$ cat config.mk
export PLATFORM = sky130hd
export DESIGN_NAME = sd_cmd_sender
export DESIGN_NICKNAME = d
export VERILOG_FILES = /design/src/hw/sd_proto_pkg.sv /design/src/hw/sd_cmd_sender.sv
export SDC_FILE = /design/constraint.sdc
export NUM_CORES = 1
export LEC_CHECK = 0
export ABC_AREA = 0
export BUFFER_PORTS_ARGS = -buffer_cell sky130_fd_sc_hd__buf_2
export CAP_MARGIN = 30
export CORE_MARGIN = 5
export CORE_UTILIZATION = 25
export DETAILED_ROUTE_END_ITERATION = 7
export GPL_TIMING_DRIVEN = 0
export PLACE_DENSITY = 0.41
export RECOVER_POWER = 100
export SKIP_CTS_REPAIR_TIMING = 1
export SLEW_MARGIN = 20
export SYNTH_ARGS = -nofsm -noshare
export SYNTH_HDL_FRONTEND = slang
export SYNTH_SLANG_ARGS = --single-unit
$ cat constraint.sdc
create_clock -name clock -period 2.8 [get_ports clock]
set_clock_uncertainty 0.05 [all_clocks]
set_input_delay 0.28 -clock clock [delete_from_list [all_inputs] [get_ports clock]]
set_output_delay 0.28 -clock clock [all_outputs]
set_load 0.03 [all_outputs]
$ cat src/hw/sd_proto_pkg.sv
`default_nettype none

package sd_proto_pkg;

  // Command indices
  typedef logic [5:0] cmd_index_t;

  localparam cmd_index_t CMD0   = 6'd0;   // GO_IDLE_STATE
  localparam cmd_index_t CMD8   = 6'd8;   // SEND_IF_COND
  localparam cmd_index_t CMD17  = 6'd17;  // READ_SINGLE_BLOCK
  localparam cmd_index_t CMD55  = 6'd55;  // APP_CMD prefix
  localparam cmd_index_t ACMD41 = 6'd41;  // SD_SEND_OP_COND

  // Command arguments
  typedef logic [31:0] cmd_arg_t;

  localparam cmd_arg_t CMD8_ARG   = 32'h0000_01AA;  // Voltage 0x1, check pattern 0xAA
  localparam cmd_arg_t ACMD41_ARG = 32'h4000_0000;  // HCS set

  // R1 response byte
  typedef logic [7:0] r1_t;

  localparam r1_t R1_IDLE  = 8'h01;
  localparam r1_t R1_READY = 8'h00;

  // Data and error tokens
  localparam logic [7:0] START_TOKEN = 8'hFE;
  localparam int TOKEN_OUT_OF_RANGE = 3;  // Bit index in the error token

  // Response shape the receiver is asked to collect
  typedef enum logic [1:0] {
    RESP_R1,
    RESP_R7,
    RESP_DATA,
    RESP_TOKEN
  } resp_kind_t;

  localparam int BLOCK_BYTES = 512;

endpackage

`default_nettype wire
$ cat src/hw/sd_cmd_sender.sv
`timescale 1ns/100ps
`default_nettype none

module sd_cmd_sender (
  input  logic                     clock,
  input  logic                     reset,
  input  logic                     shift_en,
  input  logic                     cmd_valid,
  input  sd_proto_pkg::cmd_index_t cmd_index,
  input  sd_proto_pkg::cmd_arg_t   argument,
  output logic                     mosi,
  output logic                     sending
);

  logic [39:0] head;       // Start, transmission, index, argument
  logic [47:0] frame;
  logic [47:0] shift_reg;
  logic [5:0]  bit_cnt;

  // CRC7 with x^7 + x^3 + 1, one bit at a time, MSB first
  function automatic logic [6:0] crc7(input logic [39:0] bits);
    logic [6:0] crc;
    logic       feedback;
    crc = '0;
    for (int i = 39; i >= 0; i--) begin
      feedback = crc[6] ^ bits[i];
      crc = {crc[5:0], 1'b0};
      if (feedback) begin
        crc = crc ^ 7'h09;
      end
    end
    return crc;
  endfunction

  assign head  = {2'b01, cmd_index, argument};
  assign frame = {head, crc7(head), 1'b1};  // Stop bit closes the frame

  always_ff @(posedge clock or posedge reset) begin
    if (reset) begin
      sending <= 1'b0;
      bit_cnt <= '0;
      mosi    <= 1'b1;
    end else if (cmd_valid) begin
      sending <= 1'b1;
      bit_cnt <= '0;
    end else if (sending && shift_en) begin
      mosi <= shift_reg[47];
      if (bit_cnt == 6'd47) begin
        sending <= 1'b0;  // Stop bit stays on mosi as the idle level
        bit_cnt <= '0;
      end else begin
        bit_cnt <= bit_cnt + 1'b1;
      end
    end
  end

  always_ff @(posedge clock) begin
    if (cmd_valid) begin
      shift_reg <= frame;
    end else if (sending && shift_en) begin
      shift_reg <= {shift_reg[46:0], 1'b1};
    end
  end

  // The controller must wait for the previous frame to leave
  a_no_overlap: assert property (@(posedge clock) disable iff (reset)
    cmd_valid |-> !sending);

endmodule

`default_nettype wire

Word-level counts from Yosys, hierarchy flattened --
Index checks and enable logic that the tools add are counted.
Storage, ports and cells: logic and storage cells 133, flip-flop bits (word level) 55
Cells by class: equality and inequality tests 1, multiplexer cells 46, add/sub/neg operators 1, reductions and logical operators 5, bitwise logic cells 75
Operators by type and width (count):
- 4-bit two-way mux | 38
- 46-bit two-way mux | 2
- 2-bit NOT | 37
- 1-bit XOR | 34
- 6-bit two-way mux | 3
- 6-bit by 1-bit adder with 6-bit output (second input constant) | 1
- 6-bit == test (second input constant) | 1
- 2-bit AND reduction | 2
- 2-bit nonzero test | 2
- 1-bit two-way mux | 3
- 1-bit XOR (first input constant) | 3
- 1-bit logical AND | 1
- 1-bit NOT | 1

Longest topological paths before layout --
depth in word-level cells 76, depth in mapped cells 7

Least setup slack after synthesis --
Ideal clock, no wire load.
path type input -> register, start input port cmd_index[1], end register shift_reg[4], data pin, path buffers 0, stages on the path 7, setup slack 208 ps, required time 2490 ps, arrival 2282 ps, path through xnor3_2 > xor3_2 > xnor2_2 > xnor2_1 > xnor3_2 > xnor2_1 > mux2_4
On the way: word-level cells in the longest chain between the ends 27
Ends and longest elaborated chain:
- start, declared | RTL line sd_cmd_sender.sv:9 | input sd_proto_pkg::cmd_index_t cmd_index,
- 1-bit XOR (*) | RTL line sd_cmd_sender.sv:26 | feedback = crc[6] ^ bits[i];
- 4-bit two-way mux (*) | RTL line sd_cmd_sender.sv:28 | if (feedback) begin
- 1-bit XOR or 4-bit two-way mux (tied branches) | RTL line sd_cmd_sender.sv:26, sd_cmd_sender.sv:28
- 4-bit two-way mux | RTL line sd_cmd_sender.sv:28
- 1-bit XOR, or another cell as far along | RTL line sd_cmd_sender.sv:26
- 4-bit two-way mux | RTL line sd_cmd_sender.sv:28
- 1-bit XOR, or another cell as far along | RTL line sd_cmd_sender.sv:26
- 4-bit two-way mux | RTL line sd_cmd_sender.sv:28
- (+11 left out)
- 4-bit two-way mux | RTL line sd_cmd_sender.sv:28
- 1-bit XOR, or another cell as far along | RTL line sd_cmd_sender.sv:26
- 4-bit two-way mux | RTL line sd_cmd_sender.sv:28
- 4-bit two-way mux, or another cell as far along | RTL line sd_cmd_sender.sv:28
- 4-bit two-way mux | RTL line sd_cmd_sender.sv:28
- 2-bit NOT (no source line) or 1-bit XOR (tied branches)
- 4-bit two-way mux (*) | RTL line sd_cmd_sender.sv:28
- 46-bit two-way mux (*) | RTL line sd_cmd_sender.sv:58 | if (cmd_valid) begin
- end signal, assigned | RTL line sd_cmd_sender.sv:59 | shift_reg <= frame;
- end signal, assigned | RTL line sd_cmd_sender.sv:61 | shift_reg <= {shift_reg[46:0], 1'b1};
- end, declared | RTL line sd_cmd_sender.sv:17 | logic [47:0] shift_reg;
Mark *: on every way between the ends. The rest lies on a longest branch, timed or not. A chain may end at the register's enable or synchronous reset.

Final worst setup path --
Same ends and word-level chain as after synthesis.

==> flow_summary_export.csv <==
group,metric,value,unit
worst_setup_path,worst_setup_path_end_kind,"flip-flop",
synth,ys_seq_area_share,50.0,%
worst_setup_path,timing.rr.start,"sending$_DFFE_PP0P_",
place,gp_routability_congestion,0.713,
layout,layout.cells.most_common,"edfxtp_1",
floorplan,die_height,123,µm
synth,synth-async-reset-ratio,14.5,%
floorplan,dieArea,15100,µm²
drt,wl_per_cell,15.5,µm
clocking,path_clk_slew,70,ps
place,postPlaceCellArea,3620,µm²
synth,ys_ff_latch,55,
floorplan,row_cnt,41,
floorplan,placeableCoreArea,12600,µm²
worst_setup_path,cp-start-kind,"input port",
clocking,cts_made_buffers,5,
drt,remaining_drc_errors,0,
layout,area_growth_syn_to_layout,18.1,%
sta,worst_pin_slew,1130,ps
clocking,worst_skew_pair.late_latency,290,ps
synth,flip_flop_cell_with_the_highest_count_after_synthesis,"edfxtp_1",
pwr,pwr_density_cell,809,nW/µm²
floorplan,start_util,25.4,%
pwr,fin_total_pwr,3.05,mW
layout,final_layout_size_suffix_gt1_share,36.2,%
grt,grt_remaining_overflow,0,
worst_setup_path,critPathArrivalTime,2630,ps
worst_setup_path,path_class,"in2reg",
pwr,vdd.ir_drop.worst,317,µV
layout,largest_register_ffs,47,
clocking,cts-root-to-sink-buffers,2,
sta,relative_slew_slack,24.3,%
drt,dr.first_iter.drc_count,41,
synth,synthesis.nets,260,
grt,maximum_number_of_pins_on_one_net_before_global_route_repair,46,
worst_setup_path,worstRegToRegCells,3,
layout,layout.core_utilization,30.0,%
synth,synth_enable_flop_cells,45,
grt,grtUsageTotal,9.63,%
clocking,root_buffer,"clkbuf_16",
drt,num_vias,1776,
worst_setup_path,crit_path_max_fanout,4,
clocking,h_tree_lvls,2,
clocking,cts_tree,"yes",
layout,filler_cell_count,1310,
drt,drtAntennaViolNets,0,
floorplan,die_x,123,µm
synth,count_of_unique_library_cells_instantiated_by_yosys,34,
sta,rsz0062_at_grt,"no",
layout,final_net_count,310,
run,timing.max_cap.violations,0,
grt,antenna_found_initial,0,
sta,final_min_period_over_clock_period,94.1,%
sta,min_period,2630,ps
grt,grt_pass1_wl,10800,µm
sta,setup_viol,0,
min_path,worstHoldStart,"shift_en",
drt,detailedRoute.firstPassIterationCount,4,
synth,post_synth.cell_area_avg,14.7,µm²
synth,syn_area,3190,µm²
synth,netlist_instances,217,
layout,fin_area,3760,µm²
layout,layout_common_cells,"edfxtp_1, xnor2_1, mux2_2, buf_2, xor2_1",
grt,number_of_global_route_vias_before_repair,1873,
worst_setup_path,worstPathRequired,2800,ps
place,port_buffers,42,
sta,hold-worst-slack,244,ps
drt,route.detailed.vias_per_inst,4.04,
layout,register_area,1590,µm²
layout,multi_input_gate_area_in_the_final_layout,1530,µm²
synth,synthesis.yosys.warnings,0,
pwr,power.leakage,1.46,nW
sta,slew_violations,0,
sta,hold_viol,0,
worst_setup_path,r2r_setup_slack,660,ps
clocking,clock_sink_count,55,
floorplan,io_pins,44,
sta,timing.fmax,380,MHz
min_path,worstHoldEndpoint,"sending$_DFFE_PP0P_",
place,detailed_place_hpwl,5230,µm
layout,diodes,0,
status,run_status,"finished, final reports clean",
min_path,worst_hold_path_type,"in2reg",
drt,finalWirelength,6820,µm
min_path,timing.hold.worst_path_depth,3,
worst_setup_path,r2r_end,"shift_reg[22]$_DFFE_PP_",
[cells by family (layout without fill, tap and decap cells)]
| family | after synthesis | in the layout | synth area share (%) |
|---|---|---|---|
| adder cells (fa/ha/maj) | 1 | 1 | 0.393 |
| AND/OR/NAND/NOR | 25 | 25 | 3.69 |
| multiplexers | 41 | 41 | 14.6 |
| AO/OA/AOI/OAI | 16 | 16 | 3.14 |
| buffers and inverters | 9 | 60 | 1.69 |
| flip-flops | 55 | 55 | 50.0 |
| XOR/XNOR | 70 | 70 | 26.5 |
[through the flow]
step | setup TNS [ps] | setup WS, ps | instances
2_1_floorplan | 0 | 208 | 217
3_3_place_gp | -13570 | -296 | 431
3_5_place_dp | -360 | -203 | 431
4_1_cts | 0 | 115 | 439
5_1_grt | 0 | 29.0 | 440
6_report | 0 | 165 | 440
[worst max-delay path, stage by stage]
cell,delay [ps]
buf_2,160
xnor3_1,470
xor3_2,460
xnor2_2,150
xnor2_1,210
xnor3_2,490
xnor2_1,150
mux2_4,260
[cell type report]
type / count / share of cell area [%]
sequential: 55 / 42.3
tap: 172 / 5.72
multi-input combinational: 153 / 40.5
buffer: 8 / 0.798
clock buffer: 8 / 4.75
timing repair buffer: 43 / 5.78
inverter: 1 / 0.0997
[synthesized netlist by cell type (2+ instances only)]
master | count | area share [%]
a21oi_1 | 8 | 1.3
and3_1 | 2 | 0.39
clkbuf_1 | 6 | 0.71
clkbuf_8 | 2 | 0.86
dfrtp_1 | 7 | 5.5
dfxtp_1 | 2 | 1.3
edfxtp_1 | 45 | 42
mux2_2 | 40 | 14
nand2_1 | 6 | 0.71
nor2_1 | 10 | 1.2
nor3b_1 | 2 | 0.47
o21ai_0 | 2 | 0.31
xnor2_1 | 38 | 10
xnor2_2 | 6 | 3.1
xnor3_1 | 8 | 5.7
xnor3_2 | 3 | 2.2
xor2_1 | 13 | 3.6
[worst max path at each step]
stage                  from                       to  slack, ps  depth (start not counted)
2_1_floorplan  cmd_index[1]   shift_reg[4]$_DFFE_PP_        210                          7
3_3_place_gp      cmd_valid  shift_reg[23]$_DFFE_PP_       -300                          3
3_5_place_dp   cmd_index[1]   shift_reg[4]$_DFFE_PP_       -200                          8
4_1_cts        cmd_index[1]   shift_reg[4]$_DFFE_PP_        120                          8
5_1_grt        cmd_index[1]   shift_reg[4]$_DFFE_PP_         30                          8
6_report       cmd_index[1]   shift_reg[4]$_DFFE_PP_        170                          8
[power by group]
part | total, mW | internal, mW | switching [mW]
Combinational | 1.21 | 0.707 | 0.506
Clock | 0.730 | 0.442 | 0.289
Sequential | 1.10 | 1.07 | 0.0319
Total | 3.05 | 2.22 | 0.827
[layer usage]
layer  vias to the layer above  routed length [µm]  share of wire, %  global-route usage, %
met2                        29                3110                46                   15.0
li1                        879                   -                 -                      -
met5                         -                   0                 0                      0
met4                         0                  89               1.3                   2.94
met1                       863                3400                50                   13.4
met3                         5                 224               3.3                   2.10
(Power assumes the default switching activity.)
