$ cat config.mk
export PLATFORM = sky130hd
export DESIGN_NAME = sd_sck_gen
export DESIGN_NICKNAME = d
export VERILOG_FILES = /design/src/hw/sd_sck_gen.sv
export SDC_FILE = /design/constraint.sdc
export NUM_CORES = 1
export LEC_CHECK = 0
export BUFFER_PORTS_ARGS = -buffer_cell sky130_fd_sc_hd__buf_4
export CAP_MARGIN = 10
export CORE_AREA = 2 2 39 41
export DETAILED_ROUTE_END_ITERATION = 10
export DIE_AREA = 0 0 41 43
export PLACE_DENSITY = 0.53
export SETUP_SLACK_MARGIN = 0.5
export SYNTH_ARGS = -nofsm -noshare
export SYNTH_HDL_FRONTEND = slang
export SYNTH_SLANG_ARGS = --single-unit
$ cat constraint.sdc
create_clock -name clock -period 2.2 [get_ports clock]
set_input_delay 0.22 -clock clock [delete_from_list [all_inputs] [get_ports clock]]
set_output_delay 0.22 -clock clock [all_outputs]
set_load 0.01 [all_outputs]
$ cat src/hw/sd_sck_gen.sv
`timescale 1ns/100ps
`default_nettype none

module sd_sck_gen #(
  parameter int SLOW_DIV = 8,
  parameter int FAST_DIV = 2
) (
  input  logic clock,
  input  logic reset,
  input  logic fast,
  output logic sck,
  output logic shift_en,
  output logic sample_en
);

  localparam int MAX_DIV = (SLOW_DIV > FAST_DIV) ? SLOW_DIV : FAST_DIV;
  localparam int CW = $clog2(MAX_DIV + 1);

  logic [CW-1:0] half_cnt;
  logic [CW-1:0] slow_load;
  logic [CW-1:0] fast_load;
  logic          rate_fast;  // Rate in use for the current period

  assign slow_load = CW'(SLOW_DIV - 1);
  assign fast_load = CW'(FAST_DIV - 1);

  always_ff @(posedge clock or posedge reset) begin
    if (reset) begin
      sck       <= 1'b0;  // Mode 0 idles low
      half_cnt  <= CW'(SLOW_DIV - 1);
      rate_fast <= 1'b0;
      shift_en  <= 1'b0;
      sample_en <= 1'b0;
    end else begin
      shift_en  <= 1'b0;
      sample_en <= 1'b0;
      if (half_cnt != '0) begin
        half_cnt <= half_cnt - 1'b1;
      end else begin
        sck <= !sck;
        if (sck) begin
          // Falling edge, the only point where the rate may change
          shift_en  <= 1'b1;
          rate_fast <= fast;
          half_cnt  <= fast ? fast_load : slow_load;
        end else begin
          sample_en <= 1'b1;  // Rising edge
          half_cnt  <= rate_fast ? fast_load : slow_load;
        end
      end
    end
  end

  // The fast rate holds until reset
  a_fast_holds: assert property (@(posedge clock) disable iff (reset)
    !$fell(fast));

endmodule

`default_nettype wire

After elaboration in Yosys (flattened, before gate mapping)
Index checks and enable logic that the tools add are counted.
{"block": "op_classes", "n_addsub": 1, "n_mux": 8, "n_bitwise": 1, "n_reduce_logical": 3}
{"op": "$mux W3", "count": 3}
{"op": "$mux W1", "count": 4}
{"op": "$mux W4", "count": 1}
{"op": "$reduce_bool A4 Y1", "count": 1}
{"op": "$sub A4 B1 Y4 const B", "count": 1}
{"op": "$reduce_and A2 Y1", "count": 1}
{"op": "$logic_not A1 Y1", "count": 1}
{"op": "$not A1 Y1", "count": 1}
{"block": "word_totals", "register_bits": 8, "input_bits": 3, "out_inout_bits": 3, "wordCells": 18}

Depth between registers and ports, before layout
Gate-level depths: netlist of run 1.
{"block": "logic_depth", "word_depth": 3, "depth_mapped": 5, "depth_no_buf": 4}

Least setup slack after synthesis of run 1
Ideal clock, no wire load.
{"block": "synth_path", "kind": "reg-to-reg", "startpoint": "reg half_cnt[0]", "endpoint": "reg rate_fast", "setup_ns": 0.127, "arrival_ns": 1.284, "required_ns": 2.073, "path_slack_ns": 0.788, "stages_incl_launch_ff": 5, "n_path_buf": 0, "period_less_slack_ns": 1.412, "path_cell_list": "dfstp_2 > inv_1 > ha_1 > and4bb_1 > mux2_1"}
{"block": "synth_between", "elab_chain_cells": 3}
{"item": "start: declaration", "line_no": "19", "source": "logic [CW-1:0] half_cnt;"}
{"item": "start signal: assignment", "line_no": "30", "source": "half_cnt <= CW'(SLOW_DIV - 1);"}
{"item": "start signal: assignment", "line_no": "38", "source": "half_cnt <= half_cnt - 1'b1;"}
{"item": "start signal: assignment", "line_no": "45", "source": "half_cnt <= fast ? fast_load : slow_load;"}
{"item": "$reduce_bool A4 Y1", "line_no": "37", "source": "if (half_cnt != '0) begin"}
{"item": "$not A1 Y1 (no source line)"}
{"item": "$reduce_and A2 Y1 (no source line)"}
{"item": "end signal: assignment", "line_no": "44", "source": "rate_fast <= fast;"}
{"item": "end: declaration", "line_no": "22", "source": "logic rate_fast;"}
No other way between the ends.
A chain may end at the register's enable or synchronous reset.

Worst setup path in the final report of run 1
Same ends and word-level chain as after synthesis.

==> results of run 1 <==
routing by layer:
layer	up-vias	wire, um
li1	106	-
met1	107	212
met2	8	267
met3	2	35
met4	0	13
met5	-	0
report_power, final:
group | internal [mW] | switching, mW | leakage (nW)
clock | 0.0696 | 0.0530 | 0.0150
combinational | 0.0793 | 0.0509 | 0.111
sequential | 0.218 | 0.0454 | 0.0940
total | 0.366 | 0.149 | 0.220
sequential cells by signal, summed over array words and instances, names as in the netlist:
| name | flops |
|---|---|
| shift_en | 1 |
| sck | 1 |
| sample_en | 1 |
| rate_fast | 1 |
| half_cnt | 4 |
layout by cell type, fill, tap and decap left out:
cell type,netlist,layout
sky130_fd_sc_hd__nor3_1,1,1
sky130_fd_sc_hd__a31oi_1,1,1
sky130_fd_sc_hd__dfrtp_1,5,5
sky130_fd_sc_hd__buf_4,0,5
sky130_fd_sc_hd__nor2_1,2,2
sky130_fd_sc_hd__inv_1,4,4
sky130_fd_sc_hd__ha_1,1,1
sky130_fd_sc_hd__mux2i_1,1,1
sky130_fd_sc_hd__clkbuf_1,0,1
sky130_fd_sc_hd__or3b_1,1,1
sky130_fd_sc_hd__and4bb_1,1,1
sky130_fd_sc_hd__dfstp_2,3,3
sky130_fd_sc_hd__clkbuf_4,0,3
sky130_fd_sc_hd__nand2_1,1,1
sky130_fd_sc_hd__dlygate4sd3_1,0,1
sky130_fd_sc_hd__mux2_1,1,1
sky130_fd_sc_hd__mux2_2,2,2
sky130_fd_sc_hd__xnor2_1,2,2
worst min path at each step:
stage          cells past startpoint  startpoint                    end  slack (ns)
5_1_grt                            2        fast  rate_fast$_DFFE_PP0P_        0.19
3_5_place_dp                       2       reset     shift_en$_DFF_PP0_        0.19
4_1_cts                            2        fast  rate_fast$_DFFE_PP0P_        0.18
6_report                           2        fast  rate_fast$_DFFE_PP0P_        0.19
2_1_floorplan                      1       reset  half_cnt[3]$_DFF_PP0_        0.03
3_3_place_gp                       2       reset        sck$_DFFE_PP0N_        0.18
final cells by class:
class                           count  share of cell area (%)
Sequential cell                     8                    47.4
Multi-Input combinational cell     14                    27.3
Timing Repair Buffer                6                    11.0
Clock buffer                        4                    6.10
Tap cell                           16                    4.65
Inverter                            4                    3.49
per-stage QoR:
stage               setup WS, ns  std cells
global placement           0.751         47
global route               0.664         52
finish                     0.728         52
CTS                        0.726         52
floorplan                  0.788         27
detailed placement         0.727         47
logic make-up (layout without fill, tap and decap cells):
kind of cell | Yosys count | after routing | share of synthesized area (%)
flip-flops | 8 | 8 | 59.7
AND/OR/NAND/NOR | 6 | 6 | 11.0
buffers and inverters | 5 | 14 | 5.86
multiplexers | 4 | 4 | 12.8
XOR/XNOR | 2 | 2 | 5.13
adder cells (fa/ha/maj) | 1 | 1 | 3.66
AO/OA/AOI/OAI | 1 | 1 | 1.83
==> run_summary.xml, run 1 <==
<?xml version="1.0" encoding="UTF-8"?>
<metrics>
  <group name="setup_path">
    <metric name="r2r_setup_slack" unit="ns">0.73</metric>
    <metric name="critical_path_cell_count" unit="">4</metric>
    <metric name="slowest_delay" unit="ns">0.53</metric>
    <metric name="cpMaxStageDelayCell" unit="">sky130_fd_sc_hd__dfstp_2</metric>
    <metric name="r2r.worst_path.cells" unit="">4</metric>
    <metric name="critical_path_cell_by_cell" unit="">inv_1 -&gt; ha_1 -&gt; and4bb_1 -&gt; mux2_1</metric>
    <metric name="critPathRequiredTime" unit="ns">2.34</metric>
    <metric name="crit_path_start_kind" unit="">flop</metric>
    <metric name="cp_launch_point" unit="">half_cnt[0]$_DFF_PP1_</metric>
    <metric name="timing.rr.end" unit="">rate_fast$_DFFE_PP0P_</metric>
    <metric name="worst_ep_arrival_time" unit="ns">1.61</metric>
    <metric name="crit-reg2reg-launch" unit="">half_cnt[0]$_DFF_PP1_</metric>
    <metric name="setup.worst_path.class" unit="">reg2reg</metric>
    <metric name="critPathCaptureType" unit="">flop</metric>
    <metric name="worstSetupEndpoint" unit="">rate_fast$_DFFE_PP0P_</metric>
    <metric name="critical-path-top-delay-family" unit="">flip-flops</metric>
    <metric name="path_buf_inv" unit="">1</metric>
    <metric name="cp_max_fo" unit="">5</metric>
  </group>
  <group name="placed_design">
    <metric name="post-dp-hpwl" unit="um">407</metric>
    <metric name="placed_area" unit="um^2">394</metric>
    <metric name="place.gp.congestion" unit="">0.661</metric>
    <metric name="placement.io_buffers" unit="">5</metric>
  </group>
  <group name="routing">
    <metric name="initialDrtViolationCount" unit="">0</metric>
    <metric name="drt-vias-per-instance" unit="">4.29</metric>
    <metric name="detailroute.via_count" unit="">223</metric>
    <metric name="wl" unit="um">528</metric>
    <metric name="detail_route.wl_per_cell" unit="um">10.2</metric>
    <metric name="detail_route.drc_violations" unit="">0</metric>
    <metric name="total_iterations_of_the_first_detailed_routing_run" unit="">1</metric>
    <metric name="antenna_nets_post_route" unit="">0</metric>
  </group>
  <group name="final_layout">
    <metric name="multiInputGateArea" unit="um^2">118</metric>
    <metric name="antenna_cells_inserted" unit="">0</metric>
    <metric name="layout.filler_cells" unit="">141</metric>
    <metric name="area_growth" unit="%">26.0</metric>
    <metric name="layout-drive-gt1-share" unit="%">36.1</metric>
    <metric name="final_util" unit="%">31.1</metric>
    <metric name="final-seq-area" unit="um^2">204</metric>
    <metric name="design.final.nets" unit="">41</metric>
    <metric name="area_of_all_placed_cells_without_fillers" unit="um^2">430</metric>
  </group>
  <group name="cts">
    <metric name="numCtsBuffers" unit="">3</metric>
    <metric name="clock_tree_from_tritoncts" unit="">done</metric>
    <metric name="numClockSinks" unit="">8</metric>
    <metric name="post-cts-setup-buffer-count" unit="">0</metric>
    <metric name="cts_root_buf" unit="">sky130_fd_sc_hd__clkbuf_4</metric>
    <metric name="cts.reportedPaths.clkPinSlew" unit="ns">0.06</metric>
    <metric name="cts.repair.resized" unit="">0</metric>
    <metric name="worstSkewPairLatency" unit="ns">0.25</metric>
    <metric name="cts_hold_repair.buffers" unit="">1</metric>
    <metric name="longest_clk_path_bufs" unit="">2</metric>
    <metric name="h-tree-depth" unit="">1</metric>
  </group>
  <group name="timing">
    <metric name="report.final.hold_viol_count" unit="">0</metric>
    <metric name="maxClockFrequency" unit="MHz">679</metric>
    <metric name="transition_time_of_the_tightest_slew_check_pin" unit="ns">0.298</metric>
    <metric name="layout_worst_path_cycle_share" unit="%">66.9</metric>
    <metric name="clock_skew" unit="ns">0.000446</metric>
    <metric name="grt_setup_unrepaired" unit="">false</metric>
    <metric name="finalWorstPathRequiredPeriod" unit="ns">1.47</metric>
    <metric name="hold_ws" unit="ns">0.188</metric>
    <metric name="worst_slew_margin_rel" unit="%">80.1</metric>
    <metric name="totalNegativeSetupSlack" unit="ns">0</metric>
    <metric name="finalMaxSlewViolations" unit="">0</metric>
    <metric name="timing.final.setup_violations" unit="">0</metric>
  </group>
  <group name="yosys">
    <metric name="yosysUniqueCellTypes" unit="">15</metric>
    <metric name="synth_largest_type_area_fraction" unit="%">36.6</metric>
    <metric name="synth.top_cells.by_count" unit="">sky130_fd_sc_hd__dfrtp_1 (5), sky130_fd_sc_hd__inv_1 (4), sky130_fd_sc_hd__dfstp_2 (3)</metric>
    <metric name="synth-seq-cells" unit="">8</metric>
    <metric name="synth.avg_cell_area" unit="um^2">12.7</metric>
    <metric name="yosysSeqAreaShare" unit="%">59.7</metric>
    <metric name="post-synth-top-count-cell" unit="">sky130_fd_sc_hd__dfrtp_1</metric>
    <metric name="postSynth.topFlopCell" unit="">sky130_fd_sc_hd__dfrtp_1</metric>
    <metric name="synth_top_cells_by_area" unit="">sky130_fd_sc_hd__dfrtp_1 (37%), sky130_fd_sc_hd__dfstp_2 (23%), sky130_fd_sc_hd__mux2_2 (6.6%)</metric>
    <metric name="synth_enable_flop_cells" unit="">0</metric>
    <metric name="postSynthCellCount" unit="">27</metric>
    <metric name="mappedNetlistArea" unit="um^2">342</metric>
    <metric name="mappedNetlistNets" unit="">31</metric>
    <metric name="synth-async-reset-ratio" unit="%">100</metric>
    <metric name="synth.largest_area_cell" unit="">sky130_fd_sc_hd__dfrtp_1</metric>
    <metric name="syn_warnings" unit="">0</metric>
  </group>
  <group name="floorplanning">
    <metric name="chipWidth" unit="um">41</metric>
    <metric name="initial_core_utilization" unit="%">24.7</metric>
    <metric name="ios" unit="">6</metric>
    <metric name="die-area" unit="um^2">1760</metric>
    <metric name="die_h" unit="um">43</metric>
    <metric name="design.core.area" unit="um^2">1380</metric>
    <metric name="row_count" unit="">14</metric>
  </group>
  <group name="pwr">
    <metric name="vdd_drop_max" unit="mV">0.225</metric>
    <metric name="power_density" unit="nW/um^2">1200</metric>
    <metric name="total_leakage_power" unit="nW">0.220</metric>
    <metric name="total_power" unit="uW">516</metric>
  </group>
  <group name="global_routing">
    <metric name="number_of_global_route_vias_before_repair" unit="">222</metric>
    <metric name="grtUsageTotal" unit="%">8.18</metric>
    <metric name="grt_start_max_net_pins" unit="">9</metric>
    <metric name="use_met3" unit="%">4.71</metric>
    <metric name="antenna_found_initial" unit="">0</metric>
    <metric name="busiest_layer" unit="">met2</metric>
    <metric name="grt_pass1_wl" unit="um">841</metric>
    <metric name="grt_use_met2" unit="%">10.9</metric>
    <metric name="globalRouteMet1Util" unit="%">7.21</metric>
    <metric name="grt_overflow_total" unit="">0</metric>
  </group>
  <group name="run_status">
    <metric name="run_status" unit="">finished clean</metric>
  </group>
  <group name="flow_run">
    <metric name="maxCapViolations" unit="">0</metric>
  </group>
  <group name="hold_path">
    <metric name="hold_class" unit="">in2reg</metric>
  </group>
</metrics>
Power figures use the tool's default switching activity.
==> inputs of run 2 (changes only) <==
- PLACE_DENSITY: 0.53 -> 0.54
- clock period: 2.2 -> 1.2 ns (I/O delays scaled with it)
==> run 2 against run 1 <==
Effect of this change:
- the flow now finishes with violations (negative setup slack)
- global-route usage is 1.3 points higher
- worst hold slack got worse by 0.079 ns
- register-to-register slack worse by 0.87 ns
- total power up 120%
- flip-flop and latch count unchanged
- worst setup slack got worse by 0.87 ns
- clock-buffer cell count unchanged
- cell count increased by 9.6%
- critical path type unchanged
- critical endpoint unchanged
==> run_summary.xml, run 2 (synthesis results as in run 1) <==
<?xml version="1.0" encoding="UTF-8"?>
<metrics>
  <group name="run_status">
    <metric name="run_status" unit="">finished with violations</metric>
    <metric name="violations_in_the_final_reports" unit="">negative setup slack</metric>
  </group>
  <group name="cts">
    <metric name="cts_root_buf" unit="">sky130_fd_sc_hd__clkbuf_4</metric>
    <metric name="numCtsBuffers" unit="">3</metric>
    <metric name="h-tree-depth" unit="">1</metric>
    <metric name="numClockSinks" unit="">8</metric>
    <metric name="cts.reportedPaths.clkPinSlew" unit="ns">0.06</metric>
    <metric name="longest_clk_path_bufs" unit="">2</metric>
    <metric name="clock_tree_from_tritoncts" unit="">done</metric>
    <metric name="worstSkewPairLatency" unit="ns">0.25</metric>
  </group>
  <group name="timing">
    <metric name="clock_skew" unit="ns">0.00114</metric>
    <metric name="grt_setup_unrepaired" unit="">true</metric>
    <metric name="post_layout_worst_setup_margin" unit="ns">-0.146</metric>
    <metric name="worst_slew_margin_rel" unit="%">83.6</metric>
    <metric name="finalMaxSlewViolations" unit="">0</metric>
    <metric name="timing.final.setup_violations" unit="">5</metric>
    <metric name="maxClockFrequency" unit="MHz">743</metric>
    <metric name="finalWorstPathRequiredPeriod" unit="ns">1.35</metric>
    <metric name="report.final.hold_viol_count" unit="">0</metric>
    <metric name="layout_worst_path_cycle_share" unit="%">112</metric>
    <metric name="transition_time_of_the_tightest_slew_check_pin" unit="ns">0.244</metric>
  </group>
  <group name="final_layout">
    <metric name="design.final.nets" unit="">46</metric>
    <metric name="final_cell_mix" unit="">sky130_fd_sc_hd__buf_4 (6), sky130_fd_sc_hd__dfrtp_1 (5), sky130_fd_sc_hd__buf_6 (4)</metric>
    <metric name="registers.top_by_ff_count" unit="">half_cnt</metric>
    <metric name="layout-drive-gt1-share" unit="%">61.0</metric>
    <metric name="area_growth" unit="%">52.7</metric>
    <metric name="final_common_cell" unit="">sky130_fd_sc_hd__buf_4</metric>
    <metric name="antenna_cells_inserted" unit="">0</metric>
    <metric name="largest_register_ff_count" unit="">4</metric>
  </group>
  <group name="setup_path">
    <metric name="slowest_delay" unit="ns">0.54</metric>
    <metric name="crit_path_start_kind" unit="">flop</metric>
    <metric name="critPathRequiredTime" unit="ns">1.34</metric>
    <metric name="critPathCaptureType" unit="">flop</metric>
    <metric name="worst_ep_arrival_time" unit="ns">1.48</metric>
    <metric name="r2r.worst_path.cells" unit="">4</metric>
    <metric name="path_buf_inv" unit="">1</metric>
    <metric name="setup.worst_path.class" unit="">reg2reg</metric>
    <metric name="critical_path_cell_by_cell" unit="">inv_2 -&gt; ha_4 -&gt; and4bb_1 -&gt; mux2_4</metric>
    <metric name="cpMaxStageDelayCell" unit="">sky130_fd_sc_hd__dfstp_2</metric>
    <metric name="critical-path-top-delay-family" unit="">flip-flops</metric>
    <metric name="crit-reg2reg-launch" unit="">half_cnt[1]$_DFF_PP1_</metric>
    <metric name="r2r_setup_slack" unit="ns">-0.15</metric>
    <metric name="timing.rr.end" unit="">rate_fast$_DFFE_PP0P_</metric>
    <metric name="cp_max_fo" unit="">3</metric>
  </group>
  <group name="global_routing">
    <metric name="antenna_found_initial" unit="">0</metric>
    <metric name="number_of_global_route_vias_before_repair" unit="">261</metric>
    <metric name="grt_overflow_total" unit="">0</metric>
    <metric name="grt_pass1_wl" unit="um">1030</metric>
    <metric name="grt_start_max_net_pins" unit="">9</metric>
    <metric name="grtUsageTotal" unit="%">9.50</metric>
  </group>
  <group name="pwr">
    <metric name="total_power" unit="mW">1.11</metric>
    <metric name="power_density" unit="nW/um^2">2130</metric>
    <metric name="sw_frac_of_total" unit="%">29.1</metric>
    <metric name="p_clk_share" unit="%">19.9</metric>
    <metric name="power.internal" unit="uW">787</metric>
    <metric name="share_comb_of_total_power" unit="%">34.8</metric>
    <metric name="total_leakage_power" unit="nW">0.249</metric>
    <metric name="power_frac_seq" unit="%">45.4</metric>
    <metric name="power.net_switching" unit="uW">323</metric>
    <metric name="vdd_drop_max" unit="mV">0.502</metric>
  </group>
  <group name="routing">
    <metric name="wl" unit="um">645</metric>
    <metric name="detail_route.drc_violations" unit="">0</metric>
    <metric name="drt-vias-per-instance" unit="">4.33</metric>
    <metric name="detailroute.via_count" unit="">247</metric>
    <metric name="initialDrtViolationCount" unit="">3</metric>
    <metric name="total_iterations_of_the_first_detailed_routing_run" unit="">2</metric>
    <metric name="detail_route.wl_per_cell" unit="um">11.3</metric>
    <metric name="antenna_nets_post_route" unit="">0</metric>
  </group>
  <group name="floorplanning">
    <metric name="die-area" unit="um^2">1760</metric>
    <metric name="ios" unit="">6</metric>
    <metric name="row_count" unit="">14</metric>
    <metric name="initial_core_utilization" unit="%">24.7</metric>
    <metric name="die_h" unit="um">43</metric>
    <metric name="chipWidth" unit="um">41</metric>
    <metric name="design.core.area" unit="um^2">1380</metric>
  </group>
  <group name="hold_path">
    <metric name="hp-start" unit="">fast</metric>
    <metric name="min_delay_path_depth" unit="">2</metric>
    <metric name="min_to" unit="">rate_fast$_DFFE_PP0P_</metric>
    <metric name="hold_class" unit="">in2reg</metric>
  </group>
  <group name="placed_design">
    <metric name="post-dp-hpwl" unit="um">467</metric>
    <metric name="placement.setup.worst_slack" unit="ns">-0.148</metric>
    <metric name="placement.io_buffers" unit="">5</metric>
    <metric name="place.gp.congestion" unit="">0.678</metric>
  </group>
  <group name="flow_run">
    <metric name="maxCapViolations" unit="">0</metric>
  </group>
</metrics>
-- run 2: power by group through the flow --
stage / clock network (mW) / logic, mW / registers (mW)
after global routing: 0.249 / 0.425 / 0.520
after floorplan: 0 / 0.156 / 0.494
after global placement: 0 / 0.259 / 0.491
after detailed placement: 0 / 0.268 / 0.501
after CTS: 0.235 / 0.340 / 0.503
final: 0.220 / 0.386 / 0.504
-- run 2: metal layers --
metal / global-route usage [%] / vias up / share of wire (%)
met5: 0 / - / 0
met4: 8.00 / 0 / 0
met3: 5.24 / 0 / 7.3
met2: 15.0 / 6 / 57
met1: 7.89 / 122 / 35
li1: - / 119 / -
-- run 2: worst max path at each step --
stage | startpoint | to | depth (start not counted)
after floorplan | half_cnt[0]$_DFF_PP1_ | rate_fast$_DFFE_PP0P_ | 4
after global placement | half_cnt[1]$_DFF_PP1_ | rate_fast$_DFFE_PP0P_ | 4
after detailed placement | half_cnt[1]$_DFF_PP1_ | rate_fast$_DFFE_PP0P_ | 4
after CTS | half_cnt[1]$_DFF_PP1_ | rate_fast$_DFFE_PP0P_ | 4
after global routing | half_cnt[1]$_DFF_PP1_ | rate_fast$_DFFE_PP0P_ | 4
final | half_cnt[1]$_DFF_PP1_ | rate_fast$_DFFE_PP0P_ | 4
-- run 2: cell type report --
cell class	count	area, um^2
Clock buffer	4	26.3
Fill cell	141	862
Inverter	4	18.8
Multi-Input combinational cell	14	153
Sequential cell	8	204
Tap cell	16	20.0
Timing Repair Buffer	11	100
-- run 2: repair_timing --
action | CTS | global route
pin swaps | 3 | 0
resized for setup | 6 | 3
hold endpoints to repair | 5 | 0
setup endpoints to repair | 11 | 14
setup buffers | 2 | 1
hold buffers | 1 | 0
-- run 2: stage by stage --
| step | util (%) | cell area [um^2] | std cells | hold slack (ns) | TNS (ns) |
|---|---|---|---|---|---|
| 5_1_grt | 37.7 | 522 | 57 | 0.104 | -0.623 |
| 6_report | 37.7 | 522 | 57 | 0.110 | -0.392 |
| 3_3_place_gp | 30.7 | 425 | 49 | 0.0764 | -0.188 |
| 2_1_floorplan | - | 358 | 27 | -0.0665 | -0.221 |
| 3_5_place_dp | 30.7 | 425 | 49 | 0.0905 | -0.248 |
| 4_1_cts | 36.3 | 502 | 56 | 0.0992 | -0.440 |
